$ cat config.mk
export PLATFORM = sky130hd
export DESIGN_NAME = router_rx_top
export DESIGN_NICKNAME = d
export VERILOG_FILES = /design/src/router_pkg.sv /design/src/router_pkt_fifo.sv /design/src/router_link_rx.sv /design/src/router_merge.sv /design/src/router_rx_top.sv
export SDC_FILE = /design/constraint.sdc
export NUM_CORES = 1
export LEC_CHECK = 0
export ABC_CLOCK_PERIOD_IN_PS = 12100
export BUFFER_PORTS_ARGS = -buffer_cell sky130_fd_sc_hd__buf_2
export CORE_MARGIN = 8
export CORE_UTILIZATION = 33
export DETAILED_ROUTE_END_ITERATION = 10
export RECOVER_POWER = 25
export SKIP_CTS_REPAIR_TIMING = 1
export SYNTH_ARGS = -nofsm -noshare
export SYNTH_HDL_FRONTEND = slang
export SYNTH_SLANG_ARGS = --single-unit
$ cat constraint.sdc
create_clock -name clk_i -period 12.1 [get_ports clk_i]
set_clock_uncertainty 0.15 [all_clocks]
set_input_delay 0 -clock clk_i [delete_from_list [all_inputs] [get_ports clk_i]]
set_output_delay 0 -clock clk_i [all_outputs]
set_load 0.05 [all_outputs]
$ cat src/router_pkg.sv
package router_pkg;

	// ==============================
	// line and bookkeeping types
	// ==============================
	typedef logic [2:0] sym_t;         // one symbol on a link line
	typedef logic       link_id_t;     // which link a packet came from
	typedef logic [3:0] credit_cnt_t;  // credits held by the merge stage
	typedef logic [3:0] fifo_lvl_t;    // packets sitting in a link fifo

	// receiver frame machine
	typedef enum logic {
		RX_IDLE,   // hunting for a start symbol
		RX_FRAME   // counting through a frame
	} rx_state_t;

	// ==============================
	// default sizes
	// ==============================
	localparam int DEF_DATA_SYMS  = 16;  // 48 bit packet
	localparam int DEF_FIFO_DEPTH = 8;   // packets per link
	localparam int DEF_CREDITS    = 4;   // credits after reset

	// line encoding
	localparam sym_t SYM_START = 3'd0;   // frame start
	localparam sym_t SYM_STOP  = 3'd7;   // stop and idle level
	localparam int   OVERSAMPLE = 4;     // clocks per symbol

endpackage

$ cat src/router_pkt_fifo.sv
`timescale 1ns/1ns

module router_pkt_fifo #(
	parameter int WIDTH = router_pkg::DEF_DATA_SYMS * 3,
	parameter int DEPTH = router_pkg::DEF_FIFO_DEPTH
) (
	input  logic                  clk_i,
	input  logic                  rst_i,
	input  logic                  wr_i,     // push wdata_i
	input  logic [WIDTH-1:0]      wdata_i,
	input  logic                  rd_i,     // pop head entry
	output logic [WIDTH-1:0]      rdata_o,  // head entry, valid while not empty
	output logic                  empty_o,
	output logic                  full_o,
	output router_pkg::fifo_lvl_t level_o
);
	import router_pkg::*;

	localparam int AW = (DEPTH > 1) ? $clog2(DEPTH) : 1;

	logic [WIDTH-1:0] mem [0:DEPTH-1];  // packet storage
	logic [AW-1:0]    wr_ptr;
	logic [AW-1:0]    rd_ptr;
	logic [AW-1:0]    rd_ptr_nxt;         // head slot after this cycle
	fifo_lvl_t        cnt_q;              // occupancy
	logic             do_wr;
	logic             do_rd;

	// pointer step with wrap at DEPTH
	function automatic logic [AW-1:0] ptr_inc(input logic [AW-1:0] p);
		ptr_inc = (p == AW'(DEPTH - 1)) ? '0 : p + 1'b1;
	endfunction

	assign do_wr = wr_i & ~full_o;    // write to full fifo dropped
	assign do_rd = rd_i & ~empty_o;   // read of empty fifo dropped
	assign rd_ptr_nxt = do_rd ? ptr_inc(rd_ptr) : rd_ptr;

	assign empty_o = (cnt_q == '0);
	assign full_o  = (cnt_q == fifo_lvl_t'(DEPTH));
	assign level_o = cnt_q;

	always_ff @(posedge clk_i) begin
		if (do_wr)
			mem[wr_ptr] <= wdata_i;
	end

	// head register, bypass when the new word becomes the head
	always_ff @(posedge clk_i) begin
		if (do_wr && (wr_ptr == rd_ptr_nxt))
			rdata_o <= wdata_i;
		else
			rdata_o <= mem[rd_ptr_nxt];
	end

	always_ff @(posedge clk_i) begin
		if (rst_i) begin
			wr_ptr <= '0;
			rd_ptr <= '0;
			cnt_q  <= '0;
		end else begin
			if (do_wr)
				wr_ptr <= ptr_inc(wr_ptr);
			rd_ptr <= rd_ptr_nxt;
			case ({do_wr, do_rd})
				2'b10:   cnt_q <= cnt_q + 1'b1;  // push only
				2'b01:   cnt_q <= cnt_q - 1'b1;  // pop only
				default: cnt_q <= cnt_q;         // both or neither
			endcase
		end
	end

endmodule

$ cat src/router_link_rx.sv
`timescale 1ns/1ns

module router_link_rx #(
	parameter int DATA_SYMS  = router_pkg::DEF_DATA_SYMS,
	parameter int FIFO_DEPTH = router_pkg::DEF_FIFO_DEPTH
) (
	input  logic                   clk_i,
	input  logic                   rst_i,
	input  logic                   clear_i,      // abort frame, clear flags
	input  router_pkg::sym_t       rxd_i,        // async link line
	input  logic                   rd_i,         // pop from merge stage
	output logic [3*DATA_SYMS-1:0] rdata_o,      // head packet
	output logic                   empty_o,
	output logic                   frame_err_o,  // last stop symbol was bad
	output logic                   overrun_o     // sticky, frame lost to full fifo
);
	import router_pkg::*;

	localparam int PKT_W    = 3 * DATA_SYMS;
	localparam int STOP_CNT = OVERSAMPLE * (DATA_SYMS + 1) + 1;  // stop sample point
	localparam int CNT_W    = $clog2(STOP_CNT + 1);

	sym_t             sync_q [0:3];  // line synchronizer
	rx_state_t        state_q;
	logic [CNT_W-1:0] cnt_q;         // clocks since frame start
	logic [PKT_W-1:0] pkt_q;         // packet being assembled
	logic             samp_tick;     // mid symbol
	logic             stop_tick;     // stop symbol sample
	logic             data_tick;     // data symbol sample
	logic             fifo_full;
	logic             fifo_wr;

	// ==============================
	// synchronizer
	// ==============================
	always_ff @(posedge clk_i) begin
		sync_q[0] <= rxd_i;
		for (int i = 1; i < 4; i++)
			sync_q[i] <= sync_q[i-1];  // four flop chain
	end

	// ==============================
	// sample points
	// ==============================
	assign samp_tick = (cnt_q % CNT_W'(OVERSAMPLE)) == CNT_W'(1);
	assign stop_tick = (state_q == RX_FRAME) && (cnt_q == CNT_W'(STOP_CNT));
	assign data_tick = (state_q == RX_FRAME) && samp_tick
		&& (cnt_q > CNT_W'(1)) && (cnt_q < CNT_W'(STOP_CNT));  // skip start, stop

	// write only with room, else overrun below
	assign fifo_wr = stop_tick & ~fifo_full & ~clear_i;

	// counter runs only inside a frame
	always_ff @(posedge clk_i) begin
		if (rst_i || state_q == RX_IDLE)
			cnt_q <= '0;
		else
			cnt_q <= cnt_q + 1'b1;
	end

	// ==============================
	// frame state machine
	// ==============================
	always_ff @(posedge clk_i) begin
		if (rst_i) begin
			state_q     <= RX_IDLE;
			frame_err_o <= 1'b0;
			overrun_o   <= 1'b0;
		end else if (clear_i) begin
			state_q     <= RX_IDLE;  // drop partial frame
			frame_err_o <= 1'b0;
			overrun_o   <= 1'b0;
		end else begin
			case (state_q)
				RX_IDLE: begin
					if (sync_q[3] == SYM_START)
						state_q <= RX_FRAME;  // first zero seen
				end
				RX_FRAME: begin
					// start must still be low one clock later
					if (cnt_q == CNT_W'(1) && sync_q[3] != SYM_START)
						state_q <= RX_IDLE;
					if (stop_tick) begin
						frame_err_o <= (sync_q[3] != SYM_STOP);
						if (fifo_full)
							overrun_o <= 1'b1;   // frame lost
						state_q <= RX_IDLE;      // idle from next clock
					end
				end
				default: state_q <= RX_IDLE;
			endcase
		end
	end

	// shift in from the top, first symbol lands in low bits
	always_ff @(posedge clk_i) begin
		if (data_tick)
			pkt_q <= {sync_q[3], pkt_q[PKT_W-1:3]};
	end

	// ==============================
	// packet fifo
	// ==============================
	router_pkt_fifo #(
		.WIDTH (PKT_W),
		.DEPTH (FIFO_DEPTH)
	) u_fifo (
		.clk_i   (clk_i),
		.rst_i   (rst_i),
		.wr_i    (fifo_wr),
		.wdata_i (pkt_q),
		.rd_i    (rd_i),
		.rdata_o (rdata_o),
		.empty_o (empty_o),
		.full_o  (fifo_full),
		.level_o ()
	);

endmodule

$ cat src/router_merge.sv
`timescale 1ns/1ns

module router_merge #(
	parameter int DATA_SYMS = router_pkg::DEF_DATA_SYMS,
	parameter int CREDITS   = router_pkg::DEF_CREDITS
) (
	input  logic                   clk_i,
	input  logic                   rst_i,
	input  logic                   credit_i,     // one credit back from downstream
	input  logic                   empty0_i,
	input  logic [3*DATA_SYMS-1:0] rdata0_i,
	input  logic                   empty1_i,
	input  logic [3*DATA_SYMS-1:0] rdata1_i,
	output logic                   rd0_o,        // pop link 0 fifo
	output logic                   rd1_o,        // pop link 1 fifo
	output logic                   pkt_valid_o,
	output logic [3*DATA_SYMS-1:0] pkt_data_o,
	output router_pkg::link_id_t   pkt_src_o
);
	import router_pkg::*;

	credit_cnt_t credit_q;   // credits in hand
	link_id_t    last_q;     // link served most recently
	link_id_t    sel;        // link chosen this cycle
	logic        any_req;
	logic        pop;

	// ==============================
	// arbitration
	// ==============================
	assign any_req = ~(empty0_i & empty1_i);

	always_comb begin
		if (empty0_i ^ empty1_i)
			sel = link_id_t'(empty0_i);  // only one waiting, take it
		else
			sel = ~last_q;               // both waiting, rotate
	end

	assign pop   = any_req & (credit_q != '0);  // need a credit to send
	assign rd0_o = pop & (sel == 1'b0);
	assign rd1_o = pop & (sel == 1'b1);

	// ==============================
	// credit counter
	// ==============================
	always_ff @(posedge clk_i) begin
		if (rst_i) begin
			credit_q <= credit_cnt_t'(CREDITS);
			last_q   <= 1'b1;  // link 0 goes first
		end else begin
			case ({pop, credit_i})
				2'b10:   credit_q <= credit_q - 1'b1;  // spent one
				2'b01:   credit_q <= credit_q + 1'b1;  // got one back
				default: credit_q <= credit_q;         // net zero
			endcase
			if (pop)
				last_q <= sel;
		end
	end

	// ==============================
	// output register
	// ==============================
	always_ff @(posedge clk_i) begin
		if (rst_i)
			pkt_valid_o <= 1'b0;
		else
			pkt_valid_o <= pop;  // one clock after the pop
	end

	always_ff @(posedge clk_i) begin
		if (pop) begin
			pkt_data_o <= sel ? rdata1_i : rdata0_i;
			pkt_src_o  <= sel;
		end
	end

endmodule

$ cat src/router_rx_top.sv
`timescale 1ns/1ns

module router_rx_top #(
	parameter int DATA_SYMS  = router_pkg::DEF_DATA_SYMS,
	parameter int FIFO_DEPTH = router_pkg::DEF_FIFO_DEPTH,
	parameter int CREDITS    = router_pkg::DEF_CREDITS
) (
	input  logic                   clk_i,
	input  logic                   rst_i,
	input  logic                   clear_i,      // to both receivers
	input  router_pkg::sym_t       rxd0_i,       // link 0 line
	input  router_pkg::sym_t       rxd1_i,       // link 1 line
	input  logic                   credit_i,
	output logic                   pkt_valid_o,
	output logic [3*DATA_SYMS-1:0] pkt_data_o,
	output router_pkg::link_id_t   pkt_src_o,
	output logic [1:0]             frame_err_o,  // per link
	output logic [1:0]             overrun_o     // per link
);

	// fifo read side of each link
	logic                   empty0;
	logic                   empty1;
	logic [3*DATA_SYMS-1:0] rdata0;
	logic [3*DATA_SYMS-1:0] rdata1;
	logic                   rd0;
	logic                   rd1;

	// ==============================
	// link receivers
	// ==============================
	router_link_rx #(
		.DATA_SYMS  (DATA_SYMS),
		.FIFO_DEPTH (FIFO_DEPTH)
	) u_link_rx0 (
		.clk_i       (clk_i),
		.rst_i       (rst_i),
		.clear_i     (clear_i),
		.rxd_i       (rxd0_i),
		.rd_i        (rd0),
		.rdata_o     (rdata0),
		.empty_o     (empty0),
		.frame_err_o (frame_err_o[0]),
		.overrun_o   (overrun_o[0])
	);

	router_link_rx #(
		.DATA_SYMS  (DATA_SYMS),
		.FIFO_DEPTH (FIFO_DEPTH)
	) u_link_rx1 (
		.clk_i       (clk_i),
		.rst_i       (rst_i),
		.clear_i     (clear_i),
		.rxd_i       (rxd1_i),
		.rd_i        (rd1),
		.rdata_o     (rdata1),
		.empty_o     (empty1),
		.frame_err_o (frame_err_o[1]),
		.overrun_o   (overrun_o[1])
	);

	// ==============================
	// merge under credits
	// ==============================
	router_merge #(
		.DATA_SYMS (DATA_SYMS),
		.CREDITS   (CREDITS)
	) u_merge (
		.clk_i       (clk_i),
		.rst_i       (rst_i),
		.credit_i    (credit_i),
		.empty0_i    (empty0),
		.rdata0_i    (rdata0),
		.empty1_i    (empty1),
		.rdata1_i    (rdata1),
		.rd0_o       (rd0),
		.rd1_o       (rd1),
		.pkt_valid_o (pkt_valid_o),
		.pkt_data_o  (pkt_data_o),
		.pkt_src_o   (pkt_src_o)
	);

endmodule

==> flow_metrics.tcl <==
set metrics [dict create \
    crit_type "reg -> reg" \
    grt_use_met1 0.166 \
    crit_fanout 58 \
    internal-power_mw 5.42 \
    rr_endpoint "u_link_rx1.u_fifo.level_o[2]$_SDFFE_PP0P_" \
    maxSlewViolCount 0 \
    post-route-min-period_ps 4240 \
    p_seq_frac 0.552 \
    total_power_mw 6.68 \
    die_area_um2 122000 \
    gr-total-overflow 0 \
    antenna_found_initial 1 \
    die-height_um 349 \
    status "finished clean" \
    core.rowCount 122 \
    cellPowerDensity_nw_per_um2 158 \
    placed_cells 3200 \
    seq_area_frac_synth 0.790 \
    final_nets 1862 \
    final-hold-violation-count 0 \
    synth.avg_cell_area_um2 21.5 \
    crit_start "u_link_rx1.u_fifo.level_o[0]$_SDFFE_PP0P_" \
    met3_usage 0.0209 \
    hpwlAfterDp_mm 39.2 \
    cts.clk_slew.worst_paths_ps 60 \
    grt_pass1_vias 17700 \
    slowest_delay_ps 650 \
    cts_root_buf "clkbuf_16" \
    r2r-start "u_link_rx1.u_fifo.level_o[0]$_SDFFE_PP0P_" \
    reg2reg_setup_slack_ps 7860 \
    p_sw_mw 1.26 \
    die_w_um 349 \
    routed_wl_mm 75.9 \
    cts_tree "yes" \
    antenna_cells 0 \
    num_vias 16700 \
    setup-tns-final_ps 0 \
    ios 64 \
    rr_worst_depth 13 \
    netlist_area_um2 36600 \
    ant_nets 0 \
    yosys_register_bits 989 \
    synth_cell_types 45 \
    wl_per_cell_um 22.4 \
    p_clk_frac 0.445 \
    max_freq_ghz 0.236 \
    cts_buffers 99 \
    synth_nets 1735 \
    busiest_layer "met2" \
    synthCells 1702 \
    worst_setup_path_start_kind "flop" \
    start_util 0.332 \
    dr.first_iter.drc_count 1181 \
    timing.slew.headroom 0.331 \
    n_fill_cell 9779 \
    combPwrFrac 0.003 \
    critPathCapture "u_link_rx1.u_fifo.level_o[2]$_SDFFE_PP0P_" \
    ys_warn_count 0 \
    clock-sinks 989 \
    globalplace.congestion 0.735 \
    drc 0 \
    grt_pass1_wl_mm 113 \
    p_leak_nw 12.8 \
    end_kind "flop" \
    port_buffers 63 \
    clock_latency_ps 650 \
    worst_pin_slew_ps 1000 \
    grt_max_degree 59 \
    clockBufferDepth 3 \
    use_met2 0.205 \
    area_growth_pct 15.1 \
    slowest_stage "nor4_1" \
    required_ps 12520 \
    layout_common_cells "edfxtp_1 (913), mux4_2 (192), clkbuf_16 (103)" \
    critPathMostFrequentCell "ha_1" \
    cp.arrival_ps 4650 \
    final_cells 3392 \
    drive_above_1_share 0.245 \
    final_common_cell "edfxtp_1" \
    firstDrtPassIters 4 \
    finalSetupViolCount 0 \
    synth_edf_count 913 \
    ctsHtreeMaxLevel 3 \
    async_flop_share 0 \
    finalCritPeriodShare 0.350 \
    grt_setup_unrepaired "false" \
    track_usage 0.123 \
    vdd_drop_max_v 0.0000981 \
    cp_cell_sequence "nor4_1 > ha_1 > nor2_1 > a21oi_4 > buf_4 > nor3_4 > ha_1 > xor2_1 > ha_1 > a21oi_1 > xor2_1 > or3_1 > a21oi_1" \
    routed_via_density 4.92 \
    synthFlopType "edfxtp_1" \
    drv_cap 0 \
    core_area_um2 110000 \
    hp-class "reg -> reg" \
    swShare 0.188 \
]
-- routing by layer --
metal	wire length, um	share of wire	up-vias
li1	-	-	7248
met1	33400	0.44	8912
met2	37600	0.50	416
met3	3400	0.045	118
met4	1540	0.020	0
met5	0	0	-
-- Yosys cell counts (all sizes together), types with 11 or more instances --
cell | number | share of area
o21ai | 12 | 0.0016
dfxtp | 76 | 0.042
nor2b | 52 | 0.0089
nor2 | 54 | 0.0055
a21oi | 64 | 0.0089
nand3 | 11 | 0.0015
nor3 | 15 | 0.0024
mux4 | 192 | 0.12
mux2i | 58 | 0.016
buf | 35 | 0.0050
nand2 | 24 | 0.0025
edfxtp | 913 | 0.75
xor2 | 12 | 0.0029
ha | 22 | 0.0075
a211oi | 49 | 0.010
clkbuf | 49 | 0.0050
-- power by group through the flow --
stage	logic, mW	clock network, mW	registers, mW
after detailed placement	0.0150	0	3.76
after global routing	0.0207	3.17	3.68
after global placement	0.0135	0	3.76
after floorplan	0.0103	0	3.76
after CTS	0.0150	3.04	3.68
final	0.0186	2.97	3.69
-- final cells by class --
cell class              count  area (um^2)  area share
well taps                1488         1860      0.0442
clock buffers             134         2730      0.0647
multi-input cells         620         7430       0.176
repair buffers            110          708      0.0168
inverters                   9         33.8    0.000802
flip-flops and latches    989        29000       0.687
clock inverters            42          425      0.0101
-- worst max-delay path, delay by kind of cell (launching register included) --
kind | cells | cell delay, ps
AOI/OAI and AO/OA | 3 | 230
xor gates and xnor gates | 2 | 390
adders and majority gates | 3 | 940
buffers and inverters | 1 | 340
DFF | 1 | 370
and+or+nand+nor | 4 | 1730
-- metrics by stage --
| stage | setup slack (ps) | utilization | cell area [um^2] | hold slack [ps] |
|---|---|---|---|---|
| global placement | 8060 | 0.352 | 38800 | -41.5 |
| CTS | 7810 | 0.380 | 42000 | -740 |
| finish | 7860 | 0.382 | 42100 | 176 |
| global route | 7500 | 0.382 | 42100 | 181 |
| floorplan | 6730 | - | 36600 | -122 |
| detailed placement | 7840 | 0.352 | 38800 | -45.0 |
-- sequential cells by signal, indices dropped and copies added (netlist names), 4 cells and up, named ones only --
| register | count |
|---|---|
| u_link_rx1.u_fifo.mem | 384 |
| u_merge.pkt_data_o | 48 |
| u_link_rx1.pkt_q | 48 |
| u_link_rx0.sync_q | 12 |
| u_link_rx1.sync_q | 12 |
| u_link_rx0.u_fifo.mem | 384 |
| u_link_rx1.u_fifo.level_o | 4 |
| u_link_rx1.cnt_q | 7 |
| u_link_rx0.cnt_q | 7 |
| u_link_rx0.u_fifo.level_o | 4 |
| u_link_rx0.pkt_q | 48 |
| u_merge.credit_q | 4 |
-- logic make-up after synthesis --
kind of cell | share of synthesized area
muxes | 0.136
DFF | 0.790
buffers and inverters | 0.0109
and+or+nand+nor | 0.0281
xor gates and xnor gates | 0.00383
AOI/OAI and AO/OA | 0.0230
adders and majority gates | 0.00806
-- how the worst min path moves through the flow --
stage / from / end / slack [ps] / cells after the start
floorplan: rxd0_i[0] / u_link_rx0.sync_q[0][0]$_DFF_P_ / -120 / 0
finish: u_link_rx0.sync_q[1][0]$_DFF_P_ / u_link_rx0.sync_q[2][0]$_DFF_P_ / 180 / 0
global placement: rxd0_i[2] / u_link_rx0.sync_q[0][2]$_DFF_P_ / -40 / 1
CTS: rxd0_i[1] / u_link_rx0.sync_q[0][1]$_DFF_P_ / -740 / 1
global route: u_link_rx0.sync_q[1][0]$_DFF_P_ / u_link_rx0.sync_q[2][0]$_DFF_P_ / 180 / 0
detailed placement: rxd1_i[0] / u_link_rx1.sync_q[0][0]$_DFF_P_ / -50 / 1
(Power assumes the default switching activity.)
